--- src/hdl/adc_acq_macros.svh ---
`ifndef ADC_ACQ_MACROS_SVH
`define ADC_ACQ_MACROS_SVH

// contents tags in bits 131:128 of every word
`define ACQ_TAG_FILL 4'd1
`define ACQ_TAG_WAVE 4'd2
`define ACQ_TAG_DATA 4'd3
`define ACQ_TAG_CHK  4'd4

// header marker, never seen in sign-extended data
`define ACQ_HDR_MARK 2'b01

// sample width without the over-range bit
`define ACQ_SAMPLE_W 12

`endif

--- src/hdl/adc_acq_pkg.sv ---
`default_nettype none

package adc_acq_pkg;

    typedef logic [25:0]  pair_t;           // two 13-bit samples, over-range in bit 0 of each
    typedef pair_t [3:0]  burst_t;          // four pairs, pair 0 oldest
    typedef logic [3:0]   acq_tag_t;        // contents tag
    typedef logic [127:0] payload_t;        // header, data or checksum body
    typedef logic [22:0]  wave_num_t;       // waveform index
    typedef logic [22:0]  burst_cnt_t;      // word count and word address
    typedef logic [41:0]  trig_time_t;      // trigger time in clock cycles
    typedef logic [11:0]  chan_tag_t;       // channel tag

    typedef struct packed {
        acq_tag_t tag;                      // bits 131:128
        payload_t payload;                  // bits 127:0
    } acq_word_t;

    typedef struct packed {
        chan_tag_t   channel_tag;
        logic [23:0] fill_num;
        logic [1:0]  fill_type;
        logic [13:0] num_bursts;            // data words per trigger
        logic [15:0] pre_trig;              // copied into the headers only
    } acq_cfg_t;

    typedef struct packed {
        logic fill_hdr;                     // one-hot word selects
        logic wave_hdr;
        logic dat;
        logic chk;
        logic chk_init;                     // clear the running checksum
    } word_sel_t;

    typedef struct packed {
        wave_num_t  waveform_num;
        burst_cnt_t waveform_start_adr;
        trig_time_t trigger_time;
        burst_cnt_t num_fill_bursts;        // words in the fill so far
    } wave_info_t;

    typedef enum logic [2:0] {
        st_idle,
        st_armed,
        st_wave_hdr,
        st_data,
        st_fill_hdr,
        st_checksum
    } seq_state_t;

endpackage

`default_nettype wire

--- src/hdl/sample_gather.sv ---
`default_nettype none

module sample_gather (
    input  wire                        clk,
    input  wire                        rst_n,
    input  wire adc_acq_pkg::pair_t    pair,
    input  wire                        pair_valid,
    input  wire                        fill_start,
    input  wire                        burst_take,
    output adc_acq_pkg::burst_t        burst,
    output logic                       burst_valid,
    output logic                       overflow
);

    logic [1:0]                 slot;         // next staging slot
    adc_acq_pkg::pair_t [2:0]   stage;        // first three pairs of a burst
    logic                       last_pair;    // fourth pair arriving now
    logic                       hold_free;    // holding register can take a burst

    assign last_pair = pair_valid && (slot == 2'd3);
    assign hold_free = !burst_valid || burst_take;

    always_ff @(posedge clk) begin
        if (!rst_n) begin
            slot        <= 2'd0;
            burst_valid <= 1'b0;
            overflow    <= 1'b0;
        end else begin
            if (pair_valid) slot <= slot + 2'd1;     // wraps every four pairs
            if (fill_start) overflow <= 1'b0;
            if (burst_take) burst_valid <= 1'b0;
            if (last_pair) begin
                if (hold_free) burst_valid <= 1'b1;
                else overflow <= 1'b1;               // sticky, new burst is lost
            end
        end
    end

    always_ff @(posedge clk) begin
        if (pair_valid && (slot != 2'd3)) stage[slot] <= pair;
        if (last_pair && hold_free) burst <= {pair, stage[2], stage[1], stage[0]};
    end

    // the sequencer only consumes a burst that is actually held
    a_take_valid: assert property (@(posedge clk) disable iff (!rst_n)
        burst_take |-> burst_valid);

endmodule

`default_nettype wire

--- src/hdl/fill_sequencer.sv ---
`default_nettype none

module fill_sequencer (
    input  wire                         clk,
    input  wire                         rst_n,
    input  wire                         trigger,
    input  wire                         fill_start,
    input  wire                         fill_stop,
    input  wire adc_acq_pkg::acq_cfg_t  cfg,
    input  wire                         burst_valid,
    output logic                        burst_take,
    input  wire                         word_ready,
    output adc_acq_pkg::word_sel_t      sel,
    output logic                        out_valid,
    output adc_acq_pkg::wave_info_t     info,
    output logic                        done
);

    adc_acq_pkg::seq_state_t  state;
    adc_acq_pkg::burst_cnt_t  word_cnt;     // words issued in this fill
    adc_acq_pkg::wave_num_t   wave_cnt;     // completed waveforms
    adc_acq_pkg::burst_cnt_t  wave_adr;     // header address of current waveform
    adc_acq_pkg::trig_time_t  time_cnt;     // free-running cycle count
    adc_acq_pkg::trig_time_t  trig_time;    // time of the last accepted trigger
    logic [13:0]              burst_cnt;    // data words in current waveform
    logic                     sel_any;
    logic                     go;           // writer idle and nothing in flight

    assign sel_any    = sel.fill_hdr || sel.wave_hdr || sel.dat || sel.chk;
    assign go         = word_ready && !sel_any && !out_valid;
    assign burst_take = sel.dat;            // gather frees the burst as mux latches it

    assign info = '{waveform_num:       wave_cnt,
                    waveform_start_adr: wave_adr,
                    trigger_time:       trig_time,
                    num_fill_bursts:    word_cnt};

    ////////////////////////////////////////////////////////////
    // fill ordering FSM
    always_ff @(posedge clk) begin
        if (!rst_n) begin
            state     <= adc_acq_pkg::st_idle;
            sel       <= '0;
            out_valid <= 1'b0;
            done      <= 1'b0;
            time_cnt  <= '0;
            word_cnt  <= '0;
            wave_cnt  <= '0;
            burst_cnt <= '0;
        end else begin
            sel       <= '0;                    // selects are single-cycle
            done      <= 1'b0;
            out_valid <= sel_any;               // mux output is ready one cycle later
            time_cnt  <= time_cnt + 42'd1;
            if (sel.wave_hdr && (cfg.num_bursts == 14'd0)) begin
                wave_cnt <= wave_cnt + 23'd1;   // header-only waveform, counted once formatted
            end
            case (state)
                adc_acq_pkg::st_idle: begin
                    if (fill_start) begin
                        sel.chk_init <= 1'b1;
                        word_cnt     <= '0;
                        wave_cnt     <= '0;
                        state        <= adc_acq_pkg::st_armed;
                    end
                end
                adc_acq_pkg::st_armed: begin
                    if (trigger) state <= adc_acq_pkg::st_wave_hdr;
                    else if (fill_stop) state <= adc_acq_pkg::st_fill_hdr;
                end
                adc_acq_pkg::st_wave_hdr: begin
                    if (go) begin
                        sel.wave_hdr <= 1'b1;
                        word_cnt     <= word_cnt + 23'd1;
                        burst_cnt    <= '0;
                        if (cfg.num_bursts == 14'd0) begin  // header-only waveform
                            state    <= adc_acq_pkg::st_armed;
                        end else begin
                            state    <= adc_acq_pkg::st_data;
                        end
                    end
                end
                adc_acq_pkg::st_data: begin
                    if (go && burst_valid) begin
                        sel.dat   <= 1'b1;
                        word_cnt  <= word_cnt + 23'd1;
                        burst_cnt <= burst_cnt + 14'd1;
                        if (burst_cnt + 14'd1 == cfg.num_bursts) begin
                            wave_cnt <= wave_cnt + 23'd1;
                            state    <= adc_acq_pkg::st_armed;
                        end
                    end
                end
                adc_acq_pkg::st_fill_hdr: begin
                    if (go) begin
                        sel.fill_hdr <= 1'b1;
                        word_cnt     <= word_cnt + 23'd2;   // fill header and checksum
                        state        <= adc_acq_pkg::st_checksum;
                    end
                end
                adc_acq_pkg::st_checksum: begin
                    if (go) begin
                        sel.chk <= 1'b1;
                        done    <= 1'b1;
                        state   <= adc_acq_pkg::st_idle;
                    end
                end
                default: state <= adc_acq_pkg::st_idle;
            endcase
        end
    end

    // trigger bookkeeping, only taken while armed
    always_ff @(posedge clk) begin
        if ((state == adc_acq_pkg::st_armed) && trigger) begin
            trig_time <= time_cnt;
            wave_adr  <= word_cnt;              // header goes to the next word slot
        end
    end

    // a select lands while the writer is still idle
    a_sel_ready: assert property (@(posedge clk) disable iff (!rst_n)
        sel_any |-> word_ready);

endmodule

`default_nettype wire

--- src/hdl/burst_mux.sv ---
`default_nettype none
`include "adc_acq_macros.svh"

module burst_mux (
    input  wire                           clk,
    input  wire                           rst_n,
    input  wire adc_acq_pkg::word_sel_t   sel,
    input  wire adc_acq_pkg::acq_cfg_t    cfg,
    input  wire adc_acq_pkg::wave_info_t  info,
    input  wire adc_acq_pkg::burst_t      burst,
    output adc_acq_pkg::acq_word_t        out_word
);

    adc_acq_pkg::acq_word_t   fill_w;      // fill header
    adc_acq_pkg::acq_word_t   wave_w;      // waveform header
    adc_acq_pkg::acq_word_t   data_w;      // eight sign-extended samples
    adc_acq_pkg::acq_word_t   chosen;
    adc_acq_pkg::payload_t    checksum;    // running xor of payloads
    logic [`ACQ_SAMPLE_W:0]   half;        // one sample with over-range bit
    logic                     word_sel;

    assign word_sel = sel.fill_hdr || sel.wave_hdr || sel.dat || sel.chk;

    ////////////////////////////////////////////////////////////
    // header formats
    always_comb begin
        fill_w                   = '0;
        fill_w.tag               = `ACQ_TAG_FILL;
        fill_w.payload[23:0]     = cfg.fill_num;
        fill_w.payload[25:24]    = cfg.fill_type;
        fill_w.payload[49:27]    = info.num_fill_bursts;   // final word count
        fill_w.payload[63:50]    = cfg.num_bursts;
        fill_w.payload[75:64]    = cfg.pre_trig[11:0];
        fill_w.payload[98:76]    = info.waveform_num;      // final waveform count
        fill_w.payload[102:99]   = cfg.pre_trig[15:12];
        fill_w.payload[121:110]  = cfg.channel_tag;
        fill_w.payload[123]      = 1'b1;                   // self-trigger mode
        fill_w.payload[127:126]  = `ACQ_HDR_MARK;
    end

    always_comb begin
        wave_w                   = '0;
        wave_w.tag               = `ACQ_TAG_WAVE;
        wave_w.payload[13:0]     = cfg.num_bursts;
        wave_w.payload[25:14]    = cfg.pre_trig[13:2];
        wave_w.payload[48:26]    = info.waveform_start_adr;
        wave_w.payload[71:49]    = info.waveform_num;
        wave_w.payload[97:72]    = info.trigger_time[25:0];
        wave_w.payload[109:98]   = cfg.channel_tag;
        wave_w.payload[125:110]  = info.trigger_time[41:26];
        wave_w.payload[127:126]  = `ACQ_HDR_MARK;
    end

    ////////////////////////////////////////////////////////////
    // data lanes, lane 0 is pair 0 low half
    always_comb begin
        data_w     = '0;
        data_w.tag = `ACQ_TAG_DATA;
        half       = '0;
        for (int k = 0; k < 8; k++) begin
            half = burst[k / 2][13 * (k % 2) +: 13];
            data_w.payload[16 * k +: 16] = {{(16 - `ACQ_SAMPLE_W){half[`ACQ_SAMPLE_W]}},
                                            half[`ACQ_SAMPLE_W:1]};  // drop over-range bit
        end
    end

    always_comb begin
        if (sel.fill_hdr) chosen = fill_w;
        else if (sel.wave_hdr) chosen = wave_w;
        else if (sel.dat) chosen = data_w;
        else chosen = '{tag: `ACQ_TAG_CHK, payload: checksum};
    end

    always_ff @(posedge clk) begin
        if (!rst_n || sel.chk_init) checksum <= '0;
        else if (sel.fill_hdr || sel.wave_hdr || sel.dat) checksum <= checksum ^ chosen.payload;
    end

    always_ff @(posedge clk) begin
        if (word_sel) out_word <= chosen;     // held until the next select
    end

endmodule

`default_nettype wire

--- src/hdl/wb_burst_writer.sv ---
`default_nettype none

module wb_burst_writer (
    input  wire                          clk,
    input  wire                          rst_n,
    input  wire                          fill_start,
    input  wire adc_acq_pkg::acq_word_t  word,
    input  wire                          word_valid,
    output logic                         word_ready,
    output logic                         cyc,
    output logic                         stb,
    output logic                         we,
    output adc_acq_pkg::burst_cnt_t      adr,
    output adc_acq_pkg::acq_word_t       dat_o,
    input  wire                          ack
);

    logic busy;                             // bus cycle in progress

    assign word_ready = !busy;
    assign cyc        = busy;
    assign stb        = busy;               // one transfer per cycle
    assign we         = busy;               // write-only master

    ////////////////////////////////////////////////////////////
    // request and address
    always_ff @(posedge clk) begin
        if (!rst_n) begin
            busy <= 1'b0;
            adr  <= '0;
        end else begin
            if (!busy && word_valid) begin
                busy <= 1'b1;               // start the write
            end else if (busy && ack) begin
                busy <= 1'b0;               // ready again next cycle
            end
            if (fill_start) adr <= '0;
            else if (busy && ack) adr <= adr + 23'd1;   // consecutive word slots
        end
    end

    always_ff @(posedge clk) begin
        if (!busy && word_valid) dat_o <= word;   // held through wait states
    end

    // slave may stretch the cycle, the request must not move
    a_hold_stable: assert property (@(posedge clk) disable iff (!rst_n)
        stb && !ack |=> $stable(adr) && $stable(dat_o));

    // sequencer never hands over a word while a write is open
    a_no_drop: assert property (@(posedge clk) disable iff (!rst_n)
        word_valid |-> word_ready);

endmodule

`default_nettype wire

--- src/hdl/adc_acq_selftrig.sv ---
`default_nettype none

module adc_acq_selftrig (
    input  wire                          clk,
    input  wire                          rst_n,
    input  wire adc_acq_pkg::pair_t      pair,
    input  wire                          pair_valid,
    input  wire                          trigger,
    input  wire                          fill_start,
    input  wire                          fill_stop,
    input  wire adc_acq_pkg::acq_cfg_t   cfg,
    output wire                          cyc,
    output wire                          stb,
    output wire                          we,
    output wire adc_acq_pkg::burst_cnt_t adr,
    output wire adc_acq_pkg::acq_word_t  dat_o,
    input  wire                          ack,
    output wire                          done,
    output wire                          overflow
);

    wire adc_acq_pkg::burst_t      burst;
    wire                           burst_valid;
    wire                           burst_take;
    wire                           word_ready;
    wire adc_acq_pkg::word_sel_t   sel;
    wire                           out_valid;
    wire adc_acq_pkg::wave_info_t  info;
    wire adc_acq_pkg::acq_word_t   out_word;

    sample_gather u_gather (
        .clk(clk), .rst_n(rst_n), .pair(pair), .pair_valid(pair_valid),
        .fill_start(fill_start), .burst_take(burst_take), .burst(burst),
        .burst_valid(burst_valid), .overflow(overflow)
    );

    fill_sequencer u_seq (
        .clk(clk), .rst_n(rst_n), .trigger(trigger), .fill_start(fill_start),
        .fill_stop(fill_stop), .cfg(cfg), .burst_valid(burst_valid),
        .burst_take(burst_take), .word_ready(word_ready), .sel(sel),
        .out_valid(out_valid), .info(info), .done(done)
    );

    burst_mux u_mux (
        .clk(clk), .rst_n(rst_n), .sel(sel), .cfg(cfg), .info(info),
        .burst(burst), .out_word(out_word)
    );

    wb_burst_writer u_wb (
        .clk(clk), .rst_n(rst_n), .fill_start(fill_start), .word(out_word),
        .word_valid(out_valid), .word_ready(word_ready), .cyc(cyc), .stb(stb),
        .we(we), .adr(adr), .dat_o(dat_o), .ack(ack)
    );

endmodule

`default_nettype wire

--- config.mk ---
export PLATFORM = sky130hd
export DESIGN_NAME = adc_acq_selftrig
export DESIGN_NICKNAME = d
export VERILOG_FILES = /design/src/hdl/adc_acq_pkg.sv /design/src/hdl/sample_gather.sv /design/src/hdl/fill_sequencer.sv /design/src/hdl/burst_mux.sv /design/src/hdl/wb_burst_writer.sv /design/src/hdl/adc_acq_selftrig.sv
export VERILOG_INCLUDE_DIRS = /design/src /design/src/hdl
export SDC_FILE = /design/constraint.sdc
export NUM_CORES = 1
export LEC_CHECK = 0
export BUFFER_PORTS_ARGS = -buffer_cell sky130_fd_sc_hd__buf_2
export CAP_MARGIN = 5
export CORE_MARGIN = 4
export CORE_UTILIZATION = 42
export DETAILED_ROUTE_END_ITERATION = 7
export PLACE_DENSITY_LB_ADDON = 0.25
export SYNTH_ARGS = -nofsm -noshare
export SYNTH_HDL_FRONTEND = slang
export SYNTH_SLANG_ARGS = --single-unit
--- constraint.sdc ---
create_clock -name clk -period 6.4 [get_ports clk]
set_clock_uncertainty 0.1 [all_clocks]
set_input_delay 0.96 -clock clk [delete_from_list [all_inputs] [get_ports clk]]
set_output_delay 0.96 -clock clk [all_outputs]
set_load 0.005 [all_outputs]
==> metrics.yaml <==
outcome: "finished clean"
postCtsHoldBufs: 0
yosys-top-cells-count: "495 x edfxtp_1, 308 x nand2_1, 267 x dfxtp_1"
synth_cells: 2666
die_w_um: 280.8
cp.depth: 10
antenna_left: 0
design.core.area_mm2: 0.07333
cts_tree: "built"
cts_resized: 0
cts_root_buf: "clkbuf_16"
cts_setup_buffers: 0
start_util: 0.4263
synth.most_common_cell: "edfxtp_1"
start_kind: "flip-flop"
period_needed_ns: 4.416
slew_headroom: 0.2566
cpPeakStageDelay_ns: 0.72
wl_mm: 86.34
crit_path_start: "u_seq.sel[3]"
cts.path.max_buffers: 3
grt_use_total: 0.2150
grt_pass1_vias: 21010
ys_seq_area_frac: 0.6465
end_kind: "flip-flop"
critPathBufInv: 3
setup_ws_ns: 1.984
maxCapViolations: 0
instances_no_fill: 3906
leakagePower_nw: 12.61
gp_congestion: 0.8542
antenna_found_initial: 7
grt-ovfl-total: 0
vias: 21490
wl_met1_mm: 37.62
drtPass1Iterations: 7
clock-sinks: 762
synth_area_mm2: 0.03126
arrival_ns: 4.83
grt_max_degree: 181
die_area_mm2: 0.07886
placed_area_mm2: 0.03339
dp_worst_setup_slack_ns: 1.950
avgViaCountPerCell: 5.503
ys_types: 74
ios: 261
synth_edf_count: 495
num_rows: 99
crit_path_cell_trace: "or3_2 -> clkinv_1 -> buf_4 -> nand2b_4 -> nor3_2 -> nand2_1 -> inv_1 -> a31o_2 -> a21oi_1 -> a2111oi_0"
fin_tns_setup_ns: 0
power.density_mw_per_mm2: 343.3
cp.required_ns: 6.81
syn_avg_cell_area_um2: 11.73
dominantRegCellSynth: "edfxtp_1"
numCtsBuffers: 81
worstRegToRegCells: 10
slew_viol_final: 0
syn-num-nets: 2777
synth_top_area_frac: 0.4755
critPathMaxFanout: 52
crit_family: "simple AND/OR/NAND/NOR gates"
setup_violations: 0
hold_path.class: "reg -> reg"
numPlacedInstances: 3752
die_h_um: 280.8
dr_wl_met3_mm: 4.827
fin_area_mm2: 0.03611
hpwl_mm: 57.79
utilization: 0.4924
synth_seq_cells: 762
layout-drive-gt1-share: 0.1495
cp-endpoint: "u_seq.wave_cnt[18]"
hold_violations: 0
reg2reg_from: "u_seq.sel[3]"
area_growth_pct: 15.51
rsz0062_at_grt: "no"
max_freq_ghz: 0.2264
synth_top_area_cell: "edfxtp_1"
r2r-end: "u_seq.wave_cnt[18]"
io_buffers: 257
worstMarginPinSlew_ns: 1.115
peakVddDrop_uv: 179.8
wire_per_inst_um: 22.10
synth_warnings: 0
grt_pass1_wl_mm: 129.7
drt_iter0_drc: 1875
worstSkewPairLatency_ns: 0.63
worstSetupPathType: "reg -> reg"
reg2reg_slack_ns: 1.98
cp_slowest_cell: "or3_2"
drcViolationCount: 0
dr.max_layer_used: "met5"
htree_levels: 3
synthArstFlopShare: 0
fin_nets: 2987
finalCritPeriodShare: 0.6900
synth_area_leaders: "edfxtp_1 48%, dfxtp_1 17%, nor2b_1 5.0%, xnor2_1 4.0%, nand2_1 3.7%"
dr_wl_met2_mm: 40.91
clk_pin_slew_ns: 0.06
==> worst min path at each step <==
stage,from,to,slack [ns],depth (start not counted)
global placement,u_gather.stage[63],u_gather.burst[63],0.30,0
detailed placement,u_gather.stage[45],u_gather.burst[45],0.30,0
CTS,u_mux.out_word[113],u_wb.dat_o[113],0.31,0
finish,u_mux.out_word[113],u_wb.dat_o[113],0.31,0
floorplan,u_gather.stage[10],u_gather.burst[10],0.30,0
global route,u_gather.stage[28],u_gather.burst[28],0.32,0
==> kinds of logic (layout without fill, tap and decap cells) <==
family	after synthesis	in the layout	share of synthesized area
mux	8	8	0.002602
xor+xnor	204	204	0.05764
simple gates	995	995	0.1594
buf+inv	175	453	0.02201
other cells	1	4	0.0001200
fa+ha+maj	10	10	0.004003
flops	762	762	0.6465
compound gates	511	511	0.1078
==> power by group <==
part	switching (mW)	internal [mW]	total (mW)
Sequential	0.177	5.78	5.96
Combinational	1.23	0.485	1.72
Clock	1.98	2.74	4.72
==> area by class of cell <==
cell class                 instances  area [µm²]
fill                            6483       37220
sequential                       762       20220
multi-input combinational       1729       10410
clock buffer                     111        2252
timing repair buffer             282        1486
tap                              959        1200
clock inverter                    40       460.4
inverter                          20       75.07
antenna                            3       7.507
==> cells in the final DEF (no fill, tap or decap), drive strengths merged, types with 23 or more instances in the layout <==
master and count:
edfxtp 495, nand2 308, buf 282, dfxtp 267, nor2b 248, nor2 183, xnor2 144, a21oi 120
clkbuf 111, o21ai 100, a211oi 89, o31ai 86, xor2 59, nand3 53, a21o 37, and3 34
nor3 28, clkinv 28, or3 25, nand4 23
==> layer usage <==
metal	up-vias	GRT usage
met3	153	0.03057
li1	9999	-
met5	-	0
met4	2	0.08394
met2	732	0.3474
met1	10610	0.2954
==> state kept, by name (all words and copies together) (netlist names) <==
register,cells
u_seq.burst_take,1
u_seq.trig_time,42
u_mux.out_word,131
u_seq.out_valid,1
u_wb.adr,23
u_gather.stage,72
u_seq.wave_cnt,23
u_gather.burst,96
u_seq.state,3
u_seq.sel,4
u_seq.time_cnt,42
u_wb.cyc,1
u_seq.wave_adr,23
u_mux.checksum,128
u_gather.burst_valid,1
u_seq.word_cnt,23
u_wb.dat_o,131
u_gather.overflow,1
u_seq.burst_cnt,14
u_gather.slot,2
==> stage by stage <==
stage	power [mW]	hold slack, ns
after floorplan	7.119	0.3003
final	12.39	0.3127
after detailed placement	7.776	0.3045
after CTS	12.52	0.3054
after global placement	7.737	0.3002
after global routing	12.90	0.3208
Power figures use the tool's default switching activity.
